`config.mk`:
```
export PLATFORM = sky130hd
export DESIGN_NAME = vec_top
export DESIGN_NICKNAME = d
export VERILOG_FILES = /design/src/common/vec_pkg.sv /design/src/command/cmd_decoder.sv /design/src/logic/dot_engine.sv /design/src/logic/operand_fifo.sv /design/src/logic/vec_top.sv
export SDC_FILE = /design/constraint.sdc
export NUM_CORES = 1
export LEC_CHECK = 0
export ABC_AREA = 1
export ABC_CLOCK_PERIOD_IN_PS = 14800
export BUFFER_PORTS_ARGS = -buffer_cell sky130_fd_sc_hd__buf_2
export CAP_MARGIN = 20
export CORE_ASPECT_RATIO = 1.25
export CORE_MARGIN = 2
export CORE_UTILIZATION = 45
export CTS_CLUSTER_SIZE = 10
export DETAILED_ROUTE_END_ITERATION = 8
export SETUP_SLACK_MARGIN = 0.4
export SLEW_MARGIN = 20
export SYNTH_ARGS = -nofsm -noshare
export SYNTH_HDL_FRONTEND = slang
export SYNTH_SLANG_ARGS = --single-unit
export TNS_END_PERCENT = 20
```
`constraint.sdc`:
```
create_clock -name clk -period 14.8 [get_ports clk]
set_input_delay 1.48 -clock clk [delete_from_list [all_inputs] [get_ports clk]]
set_output_delay 1.48 -clock clk [all_outputs]
set_load 0.005 [all_outputs]
```
`src/common/vec_pkg.sv`:
```
// byte codes, state and opcode enums, widths and the decoder control struct.
`default_nettype none

package vec_pkg;

	// one received or stored byte.
	typedef logic [7:0] byte_t;

	// frame delimiters.
	localparam byte_t START_BYTE = 8'hfe;
	localparam byte_t END_BYTE   = 8'hef;

	// command opcodes carried in the third byte of a frame.
	typedef enum logic [7:0] {
		CMD_SET_LEN = 8'h01,
		CMD_START   = 8'h02,
		CMD_CLEAR   = 8'h03,
		CMD_PUSH_A  = 8'h04,
		CMD_PUSH_B  = 8'h05
	} cmd_op_e;

	// byte capture state.
	typedef enum logic {
		WAIT_BYTE,
		CHECK_BYTE
	} rx_state_e;

	// position inside the current frame.
	typedef enum logic [1:0] {
		IDLE_F,
		LENGTH_F,
		COMMAND_F,
		PAYLOAD_F
	} frame_state_e;

	// vector length, 1 to 15.
	typedef logic [3:0] len_t;

	// accumulated dot product.
	typedef logic [23:0] result_t;

	// strobes and data from the decoder to the stores and the engine.
	typedef struct packed {
		logic  push_a;
		logic  push_b;
		byte_t data;
		logic  set_len;
		len_t  len;
		logic  start;
		logic  clear;
	} cmd_ctrl_t;

endpackage

`default_nettype wire

```
`src/command/cmd_decoder.sv`:
```
// frame-parsing FSM that turns received bytes into control strobes.
`timescale 1ns/100ps
`default_nettype none

module cmd_decoder (
	input  wire                        clk,
	input  wire                        rst,
	input  wire vec_pkg::byte_t        rx_data,
	input  wire                        rx_valid,
	output vec_pkg::cmd_ctrl_t         ctrl
);

	vec_pkg::rx_state_e    rx_state;
	vec_pkg::frame_state_e frame_state;
	vec_pkg::cmd_op_e      opcode;    // opcode of the frame in progress.
	vec_pkg::byte_t        rx_byte;   // byte under inspection.
	vec_pkg::len_t         len_field;

	// capture the byte while waiting.
	always_ff @(posedge clk) begin
		if (rx_state == vec_pkg::WAIT_BYTE && rx_valid) begin
			rx_byte <= rx_data;
		end
	end

	always_ff @(posedge clk, negedge rst) begin
		if (!rst) begin
			rx_state    <= vec_pkg::WAIT_BYTE;
			frame_state <= vec_pkg::IDLE_F;
			opcode      <= vec_pkg::CMD_SET_LEN;
		end else begin
			case (rx_state)
				vec_pkg::WAIT_BYTE: begin
					if (rx_valid) begin
						rx_state <= vec_pkg::CHECK_BYTE;
					end
				end

				vec_pkg::CHECK_BYTE: begin
					rx_state <= vec_pkg::WAIT_BYTE; // one byte per visit.
					case (frame_state)
						vec_pkg::IDLE_F: begin
							// anything but the start byte is discarded.
							if (rx_byte == vec_pkg::START_BYTE) begin
								frame_state <= vec_pkg::LENGTH_F;
							end
						end

						vec_pkg::LENGTH_F: begin
							frame_state <= vec_pkg::COMMAND_F; // length not checked.
						end

						vec_pkg::COMMAND_F: begin
							case (vec_pkg::cmd_op_e'(rx_byte))
								vec_pkg::CMD_SET_LEN,
								vec_pkg::CMD_START,
								vec_pkg::CMD_CLEAR,
								vec_pkg::CMD_PUSH_A,
								vec_pkg::CMD_PUSH_B: begin
									opcode      <= vec_pkg::cmd_op_e'(rx_byte);
									frame_state <= vec_pkg::PAYLOAD_F;
								end
								default: begin
									frame_state <= vec_pkg::IDLE_F; // unknown opcode.
								end
							endcase
						end

						vec_pkg::PAYLOAD_F: begin
							if (rx_byte == vec_pkg::END_BYTE) begin
								frame_state <= vec_pkg::IDLE_F;
							end
						end

						default: begin
							frame_state <= vec_pkg::IDLE_F;
						end
					endcase
				end

				default: begin
					rx_state <= vec_pkg::WAIT_BYTE;
				end
			endcase
		end
	end

	// a zero length is taken as one.
	assign len_field = (rx_byte[3:0] == 4'd0) ? 4'd1 : rx_byte[3:0];

	// strobes come out during the check cycle only.
	always_comb begin
		ctrl      = '0;
		ctrl.data = rx_byte;
		ctrl.len  = len_field;
		if (rx_state == vec_pkg::CHECK_BYTE && frame_state == vec_pkg::PAYLOAD_F) begin
			if (rx_byte == vec_pkg::END_BYTE) begin
				// start and clear act once, on the closing byte.
				case (opcode)
					vec_pkg::CMD_START: ctrl.start = 1'b1;
					vec_pkg::CMD_CLEAR: ctrl.clear = 1'b1;
					default: ;
				endcase
			end else begin
				case (opcode)
					vec_pkg::CMD_PUSH_A:  ctrl.push_a  = 1'b1;
					vec_pkg::CMD_PUSH_B:  ctrl.push_b  = 1'b1;
					vec_pkg::CMD_SET_LEN: ctrl.set_len = 1'b1; // last byte wins.
					default: ;
				endcase
			end
		end
	end

	// a byte goes to one store only.
	push_exclusive_a: assert property (
		@(posedge clk) disable iff (!rst)
		!(ctrl.push_a && ctrl.push_b)
	) else $error("push_a and push_b high together");

endmodule

`default_nettype wire

```
`src/logic/dot_engine.sv`:
```
// dot-product engine that pops operand pairs and multiply-accumulates N of them.
`timescale 1ns/100ps
`default_nettype none

module dot_engine #(
	parameter int DEFAULT_LEN = 4
) (
	input  wire                     clk,
	input  wire                     rst,
	input  wire vec_pkg::cmd_ctrl_t ctrl,
	input  wire vec_pkg::byte_t     a_head,
	input  wire vec_pkg::byte_t     b_head,
	input  wire                     a_empty,
	input  wire                     b_empty,
	output logic                    pop,
	output vec_pkg::result_t        result,
	output logic                    result_valid,
	output logic                    busy
);

	vec_pkg::len_t    len_q;      // length for the next start.
	vec_pkg::len_t    remaining;  // pairs still to take.
	vec_pkg::result_t acc;
	logic [15:0]      product;
	logic             last_pair;

	// stall whenever either store runs dry.
	assign pop       = busy && !a_empty && !b_empty;
	assign product   = a_head * b_head;
	assign last_pair = pop && (remaining == 4'd1);
	assign result    = acc;

	// length register, read only at start.
	always_ff @(posedge clk, negedge rst) begin
		if (!rst) begin
			len_q <= vec_pkg::len_t'(DEFAULT_LEN);
		end else if (ctrl.set_len) begin
			len_q <= ctrl.len;
		end
	end

	always_ff @(posedge clk, negedge rst) begin
		if (!rst) begin
			busy         <= 1'b0;
			result_valid <= 1'b0;
			remaining    <= '0;
			acc          <= '0;
		end else begin
			result_valid <= 1'b0;
			if (ctrl.clear) begin
				busy      <= 1'b0;   // abort.
				remaining <= '0;
				acc       <= '0;
			end else if (!busy) begin
				if (ctrl.start) begin
					busy      <= 1'b1;
					remaining <= len_q;
					acc       <= '0;
				end
			end else if (pop) begin
				acc       <= acc + vec_pkg::result_t'(product);
				remaining <= remaining - 1'b1;
				if (last_pair) begin
					busy         <= 1'b0;
					result_valid <= 1'b1; // result valid with busy falling.
				end
			end
		end
	end

	// a result only closes a running computation.
	result_after_busy: assert property (
		@(posedge clk) disable iff (!rst)
		result_valid |-> $past(busy)
	) else $error("result_valid without a prior busy cycle");

endmodule

`default_nettype wire

```
`src/logic/operand_fifo.sv`:
```
// circular byte FIFO for one operand vector with a sticky overflow flag.
`timescale 1ns/100ps
`default_nettype none

module operand_fifo #(
	parameter int FIFO_DEPTH = 16
) (
	input  wire                 clk,
	input  wire                 rst,
	input  wire                 push,
	input  wire                 clear,
	input  wire vec_pkg::byte_t data,
	input  wire                 pop,
	output vec_pkg::byte_t      head,
	output logic                empty,
	output logic                overflow
);

	localparam int AW = $clog2(FIFO_DEPTH);
	localparam logic [AW:0] FULL_COUNT = (AW + 1)'(FIFO_DEPTH);

	vec_pkg::byte_t mem [FIFO_DEPTH];
	logic [AW-1:0]  wr_ptr;
	logic [AW-1:0]  rd_ptr;
	logic [AW:0]    count;
	logic           full;
	logic           push_ok;

	assign full    = (count == FULL_COUNT);
	assign empty   = (count == '0);
	assign push_ok = push && !full;
	assign head    = mem[rd_ptr];

	always_ff @(posedge clk) begin
		if (push_ok) begin
			mem[wr_ptr] <= data;
		end
	end

	// pointers wrap on their own, depth is a power of two.
	always_ff @(posedge clk, negedge rst) begin
		if (!rst) begin
			wr_ptr   <= '0;
			rd_ptr   <= '0;
			count    <= '0;
			overflow <= 1'b0;
		end else if (clear) begin
			wr_ptr   <= '0;
			rd_ptr   <= '0;
			count    <= '0;
			overflow <= 1'b0;
		end else begin
			if (push_ok) begin
				wr_ptr <= wr_ptr + 1'b1;
			end
			if (pop) begin
				rd_ptr <= rd_ptr + 1'b1;
			end
			case ({push_ok, pop})
				2'b10:   count <= count + 1'b1;
				2'b01:   count <= count - 1'b1;
				default: ;  // both or neither.
			endcase
			if (push && full) begin
				overflow <= 1'b1; // held until clear.
			end
		end
	end

	// the engine must only pop a store with data in it.
	no_pop_when_empty: assert property (
		@(posedge clk) disable iff (!rst)
		pop |-> !empty
	) else $error("pop while FIFO empty");

endmodule

`default_nettype wire

```
`src/logic/vec_top.sv`:
```
// top level joining the command decoder, two operand FIFOs and the dot engine.
`timescale 1ns/100ps
`default_nettype none

module vec_top #(
	parameter int FIFO_DEPTH  = 16,
	parameter int DEFAULT_LEN = 4
) (
	input  wire                 clk,
	input  wire                 rst,
	input  wire vec_pkg::byte_t rx_data,
	input  wire                 rx_valid,
	output vec_pkg::result_t    result,
	output logic                result_valid,
	output logic                busy,
	output logic                overflow
);

	vec_pkg::cmd_ctrl_t ctrl;
	vec_pkg::byte_t     a_head;
	vec_pkg::byte_t     b_head;
	logic               a_empty;
	logic               b_empty;
	logic               a_overflow;
	logic               b_overflow;
	logic               pop;  // shared by both stores.

	cmd_decoder decoder_i (
		.clk      (clk),
		.rst      (rst),
		.rx_data  (rx_data),
		.rx_valid (rx_valid),
		.ctrl     (ctrl)
	);

	operand_fifo #(.FIFO_DEPTH(FIFO_DEPTH)) fifo_a_i (
		.clk      (clk),
		.rst      (rst),
		.push     (ctrl.push_a),
		.clear    (ctrl.clear),
		.data     (ctrl.data),
		.pop      (pop),
		.head     (a_head),
		.empty    (a_empty),
		.overflow (a_overflow)
	);

	operand_fifo #(.FIFO_DEPTH(FIFO_DEPTH)) fifo_b_i (
		.clk      (clk),
		.rst      (rst),
		.push     (ctrl.push_b),
		.clear    (ctrl.clear),
		.data     (ctrl.data),
		.pop      (pop),
		.head     (b_head),
		.empty    (b_empty),
		.overflow (b_overflow)
	);

	dot_engine #(.DEFAULT_LEN(DEFAULT_LEN)) engine_i (
		.clk          (clk),
		.rst          (rst),
		.ctrl         (ctrl),
		.a_head       (a_head),
		.b_head       (b_head),
		.a_empty      (a_empty),
		.b_empty      (b_empty),
		.pop          (pop),
		.result       (result),
		.result_valid (result_valid),
		.busy         (busy)
	);

	assign overflow = a_overflow | b_overflow;

endmodule

`default_nettype wire

```
==> out/metrics.cfg, run 1 <==
[yosys]
synth_top_area_share_pct = 45.2
yosys.area.top_type = edfxtp_1
syn_nets = 1855
syn_area_um2 = 17500
yosysMostFrequentCell = edfxtp_1
ys_seq_area_share_pct = 55.7
synthArstFlopShare_pct = 21.7
ys_ff_latch = 337
ys.warnings.count = 0
synth_cell_type_count = 42
synthCells = 1733
synth_common_cells = edfxtp_1 (264), nand2_1 (260), nor2_1 (250), inv_1 (215), o21ai_0 (156)
synth_area_leaders = edfxtp_1 (45%), dfrtp_1 (10%), fa_1 (5.9%)
synth_area_per_cell_um2 = 10.1
synth-edff-count = 264
synth_ff_type = edfxtp_1

[timing]
finalSetupViolations = 0
worstMarginPinSlew_ps = 905
max_slew_margin_pct = 39.4
setup_slack_ps = 8780
period_share_pct = 40.7
max_freq_mhz = 166
hold_viol = 0
finClkSkew_ps = 25.5
drv_slew = 0
rsz0062_at_grt = false
fin_tns_setup_ps = 0
min_period_ps = 6020

[critical_path]
startpoint = fifo_b_i.rd_ptr[0]
crit_type = reg2reg
startpoint_type = register
cp_slowest_stage_delay_ps = 520
crit_path_end_kind = register
r2r_start = fifo_b_i.rd_ptr[0]
cp.arrival_ps = 6460
cp_slowest_cell = fa_1
cp_max_fo = 67
critPathRequiredTime_ps = 15240
crit_top_cell = nand2_1
reg2reg_depth = 29

[place]
place_ws_ps = 8770
place_area_um2 = 18200
port_buffers = 37
hpwl_um = 27000
routabilityCongestion = 0.845

[min_path]
hp-class = reg2reg
hold_depth = 2
worstHoldStart = decoder_i.opcode[7]

[detailed_routing]
routed_wl_um = 40900
wire_per_inst_um = 17.8
num_vias = 12300
drtIter0Drc = 898
drc = 0
drtAntennaViolNets = 0
viasPerCell = 5.34
firstDrtPassIters = 5

[global_routing]
grt_max_degree = 74
grt_remaining_overflow = 0
grt_use_total_pct = 20.8
grt_pass1_vias = 12700
grt_pass1_wl_um = 66800
grt_antenna_before_repair = 0

[die]
die-area_um2 = 40600
die_h_um = 225
num_rows = 80
io_pins = 38
coreArea_um2 = 38300
start_util_pct = 45.7
die_x_um = 181

[outcome]
status = complete, no violations

[clock_tree]
ctsResizeCount = 0
cts_hold_buf = 0
cts_sinks = 337
htreeDepth = 2
clk_pin_slew_worst_paths_ps = 60
cts_tree = done
cts_root_buffer = clkbuf_16
cts-buffers-inserted = 40
clock_latency_ps = 550
cts_buffer_depth = 3
postCtsSetupBuffers = 0

[job]
max_cap_viol_count = 0

[layout]
design_area_um2 = 19400
final_nets = 1896
fillers = 3521
drive_above_1_share_pct = 9.91
syn_to_final_growth_pct = 10.5
n_antenna_cell = 0

[power_and_ir_drop]
power_density_nw_per_um2 = 102
ir_drop_uv = 83.6
p_leak_nw = 8.05

cell usage in the layout (no fill, tap or decap), types with 22 or more instances in the layout:
| cell | Yosys | routed |
|---|---|---|
| o21ai_0 | 156 | 156 |
| edfxtp_1 | 264 | 264 |
| nand2_1 | 260 | 260 |
| fa_1 | 52 | 52 |
| o21ai_1 | 31 | 31 |
| o211ai_1 | 63 | 63 |
| nor2_1 | 250 | 250 |
| ha_1 | 59 | 59 |
| a21oi_1 | 32 | 32 |
| nand3_1 | 84 | 84 |
| buf_4 | 7 | 22 |
| inv_1 | 215 | 215 |
| clkbuf_1 | 24 | 26 |
| dfrtp_1 | 71 | 69 |
| clkbuf_16 | 0 | 40 |
| buf_2 | 15 | 36 |
path summary, 6_finish.rpt:
kind                       slack, ps             endpoint
setup / recovery                8780  engine_i.result[20]
hold reg to reg                  470  decoder_i.opcode[7]
max in group asynchronous      13220   fifo_a_i.rd_ptr[1]
min in group asynchronous        930   engine_i.result[2]
hold / removal                   470  decoder_i.opcode[7]
setup reg to reg                8780  engine_i.result[20]
area by class of cell:
| cell class | instances | area, um^2 | share of cell area, % |
|---|---|---|---|
| multi-input cells | 1110 | 6580 | 34.0 |
| clock buffers | 69 | 1140 | 5.88 |
| repair buffers | 59 | 357 | 1.84 |
| inverters | 226 | 856 | 4.42 |
| clock inverters | 5 | 56.3 | 0.291 |
| flip-flops and latches | 337 | 9760 | 50.4 |
| well taps | 492 | 616 | 3.18 |
critical path, delay by kind of cell, from the launching register on:
family	cells	cell delay [ps]
adders and majority gates	5	2360
and+or+nand+nor	13	1370
buffers and inverters	8	1270
AOI/OAI and AO/OA	3	500
DFF	1	320
through the flow:
stage | hold WS (ps) | instances | total power (W) | util, %
after floorplan | 436 | 1733 | 0.00107 | -
after global placement | 451 | 2224 | 0.00109 | 47.3
after detailed placement | 465 | 2224 | 0.00109 | 47.4
after CTS | 480 | 2298 | 0.00200 | 50.5
after global routing | 516 | 2298 | 0.00204 | 50.5
final | 475 | 2298 | 0.00198 | 50.5
routing by layer:
layer / part of all wire, % / track usage [%] / vias to the layer above / routed length [um]
li1: - / - / 5904 / -
met1: 43 / 26.2 / 6076 / 17500
met2: 51 / 37.0 / 210 / 20800
met3: 3.5 / 2.87 / 74 / 1440
met4: 2.7 / 6.87 / 0 / 1120
met5: 0 / 0 / - / 0
registers in the layout, summed over array words and instances (netlist names):
| register | count |
|---|---|
| fifo_b_i.rd_ptr | 4 |
| fifo_a_i.overflow | 1 |
| decoder_i.rx_byte | 8 |
| decoder_i.frame_state | 2 |
| engine_i.result_valid | 1 |
| fifo_b_i.overflow | 1 |
| engine_i.busy | 1 |
| engine_i.result | 24 |
| fifo_a_i.wr_ptr | 4 |
| engine_i.len_q | 4 |
| fifo_b_i.wr_ptr | 4 |
| fifo_a_i.count | 5 |
| decoder_i.opcode | 8 |
| engine_i.remaining | 4 |
| fifo_a_i.mem | 128 |
| decoder_i.rx_state | 1 |
| fifo_b_i.mem | 128 |
| fifo_b_i.count | 5 |
| fifo_a_i.rd_ptr | 4 |
kinds of logic after synthesis:
group,synth area share (%)
flip-flops,55.7
adder cells (fa/ha/maj),10.1
buffers and inverters,6.90
AND/OR/NAND/NOR,17.1
XOR/XNOR,0.600
multiplexers,0.0642
AO/OA/AOI/OAI,9.51
where the power goes:
part | internal [W] | switching (W)
sequential | 0.00103 | 0.00000540
combinational | 0.00000888 | 0.0000284
clock | 0.000524 | 0.000384
No activity file was read; power rests on OpenSTA's default activity.
==> inputs of run 2 (changes only) <==
ABC_CLOCK_PERIOD_IN_PS = 5100   (was 14800)
clock period = 5.1 ns   (was 14.8 ns; I/O delays follow)
==> run 2 against run 1 <==
The flow now finishes with violations (negative hold slack). Critical path depth fell by 1. Maximum frequency rose by 19%. Cell count rose by 3.2%. Final area rose by 7.4%. Total power rose to 2.9 times the previous value. Critical path type unchanged.
==> out/metrics.cfg, run 2 (same netlist as run 1, synthesis figures left out) <==
[global_routing]
grt_antenna_before_repair = 0
grt_pass1_wl_um = 68000
grt_max_degree = 74
grt_use_total_pct = 21.2
grt_remaining_overflow = 0
grt_pass1_vias = 12900

[timing]
hold_viol = 18
drv_slew = 0
setup_slack_ps = 49.1
min_period_ps = 5050
max_freq_mhz = 198
finClkSkew_ps = 21.9
worstMarginPinSlew_ps = 869
finalSetupViolations = 0
hold_slack_ps = -61.7
period_share_pct = 99.0
max_slew_margin_pct = 41.9
rsz0062_at_grt = true

[clock_tree]
cts-buffers-inserted = 40
htreeDepth = 2
cts_root_buffer = clkbuf_16
cts_buffer_depth = 3
cts_sinks = 337
clk_pin_slew_worst_paths_ps = 60
clock_latency_ps = 560
cts_hold_buf = 0
cts_tree = done

[layout]
n_antenna_cell = 0
fillers = 3319
syn_to_final_growth_pct = 18.6
postLayoutCoreUtil_pct = 54.2
drive_above_1_share_pct = 18.8
final_common_cell = edfxtp_1
design_area_um2 = 20800
layout_common_cells = edfxtp_1 (264), nor2_1 (234), nand2_1 (228)
final_nets = 1970

[outcome]
status = finished with violations
failed_checks = negative hold slack

[power_and_ir_drop]
combinationalPowerShare_pct = 2.0
switchingPower_w = 0.00120
total_power_w = 0.00580
p_leak_nw = 8.68
ir_drop_uv = 316
power_density_nw_per_um2 = 279
p_clk_share_pct = 46.2
seq_power_share_pct = 51.7
internal-power_w = 0.00460
swShare_pct = 20.7

[critical_path]
cp_max_fo = 8
reg2reg_slack_ps = 50
crit_path_end_kind = register
cp_slowest_stage_delay_ps = 550
crit_type = reg2reg
startpoint = fifo_a_i.rd_ptr[0]
r2r_start = fifo_a_i.rd_ptr[0]
critPathRequiredTime_ps = 5530
endpoint = engine_i.result[22]
cp.arrival_ps = 5480
cp_slowest_cell = fa_1
startpoint_type = register
worst_r2r_endpoint = engine_i.result[22]
reg2reg_depth = 28

[detailed_routing]
drtIter0Drc = 917
firstDrtPassIters = 5
routed_wl_um = 42300
drc = 0
wire_per_inst_um = 17.8
num_vias = 12500
viasPerCell = 5.28
drtAntennaViolNets = 0

[place]
place_ws_ps = -197
port_buffers = 37
routabilityCongestion = 0.880
hpwl_um = 28000
place_area_um2 = 18700

[die]
start_util_pct = 45.7
die-area_um2 = 40600
io_pins = 38
num_rows = 80
die_h_um = 225
die_x_um = 181
coreArea_um2 = 38300

[job]
max_cap_viol_count = 0

[min_path]
hp-class = in2async

==> run 2: cell count changes in the layout (fill, tap and decap cells not counted), moves of 10 or more <==
cell	previous run	this run
nor2_1	250	234
inv_2	6	17
inv_1	215	203
nand3_1	84	72
o21ai_0	156	134
buf_12	0	15
buf_4	22	68
nand3_2	3	13
nand2_1	260	228
o21ai_1	31	47
nand2_2	20	44
==> run 2: worst min path at each step <==
stage	slack [ps]	start	cells past startpoint	to
global route	4	rst	1	engine_i.result[1]
CTS	130	rx_data[1]	1	decoder_i.rx_byte[1]
detailed placement	450	decoder_i.opcode[7]	2	decoder_i.opcode[7]
finish	-60	rst	1	engine_i.result[2]
floorplan	210	rst	0	decoder_i.frame_state[0]
global placement	450	decoder_i.opcode[7]	2	decoder_i.opcode[7]
==> run 2: worst max-delay path, delay by kind of cell, from the launching register on <==
family | cells | cell delay (ps)
simple gates | 14 | 1110
buf+inv | 7 | 690
flops | 1 | 420
fa+ha+maj | 5 | 2320
compound gates | 2 | 400
==> run 2: area by class of cell <==
class	count	area, um^2	area share (%)
clock buffers	70	1150	5.55
clock inverters	4	80.1	0.385
inverters	226	861	4.14
multi-input cells	1110	7060	34.0
flip-flops and latches	337	9760	46.9
well taps	492	616	2.96
repair buffers	133	1260	6.07
==> run 2: timing repair <==
item | CTS | global route
gates cloned | 6 | 0
pin swaps | 52 | 34
endpoints found under the setup margin | 19 | 20
buffers inserted | 14 | 5
gates resized for setup | 77 | 73
==> run 2: routing by layer <==
metal  GRT usage [%]  share of wire [%]  vias to the layer above  wire length [um]
met2            37.9                 52                      272             21900
li1                -                  -                     6071                 -
met1            26.4                 41                     6109             17500
met3            2.66                3.8                       78              1590
met4            7.67                3.1                        0              1310
met5               0                  0                        -                 0
==> run 2: per-stage QoR <==
stage / TNS [ps] / std cells
floorplan: 0 / 1733
global placement: -798 / 2272
detailed placement: -2110 / 2273
CTS: 0 / 2367
global route: -1840 / 2372
finish: 0 / 2372
==> run 2: power groups by stage <==
stage                      logic, W  clock network [W]  registers (W)
after floorplan           0.0000417                  0        0.00307
after global placement     0.000113                  0        0.00305
after detailed placement   0.000114                  0        0.00305
after CTS                  0.000118            0.00273        0.00300
after global routing       0.000133            0.00285        0.00300
final                      0.000118            0.00268        0.00300
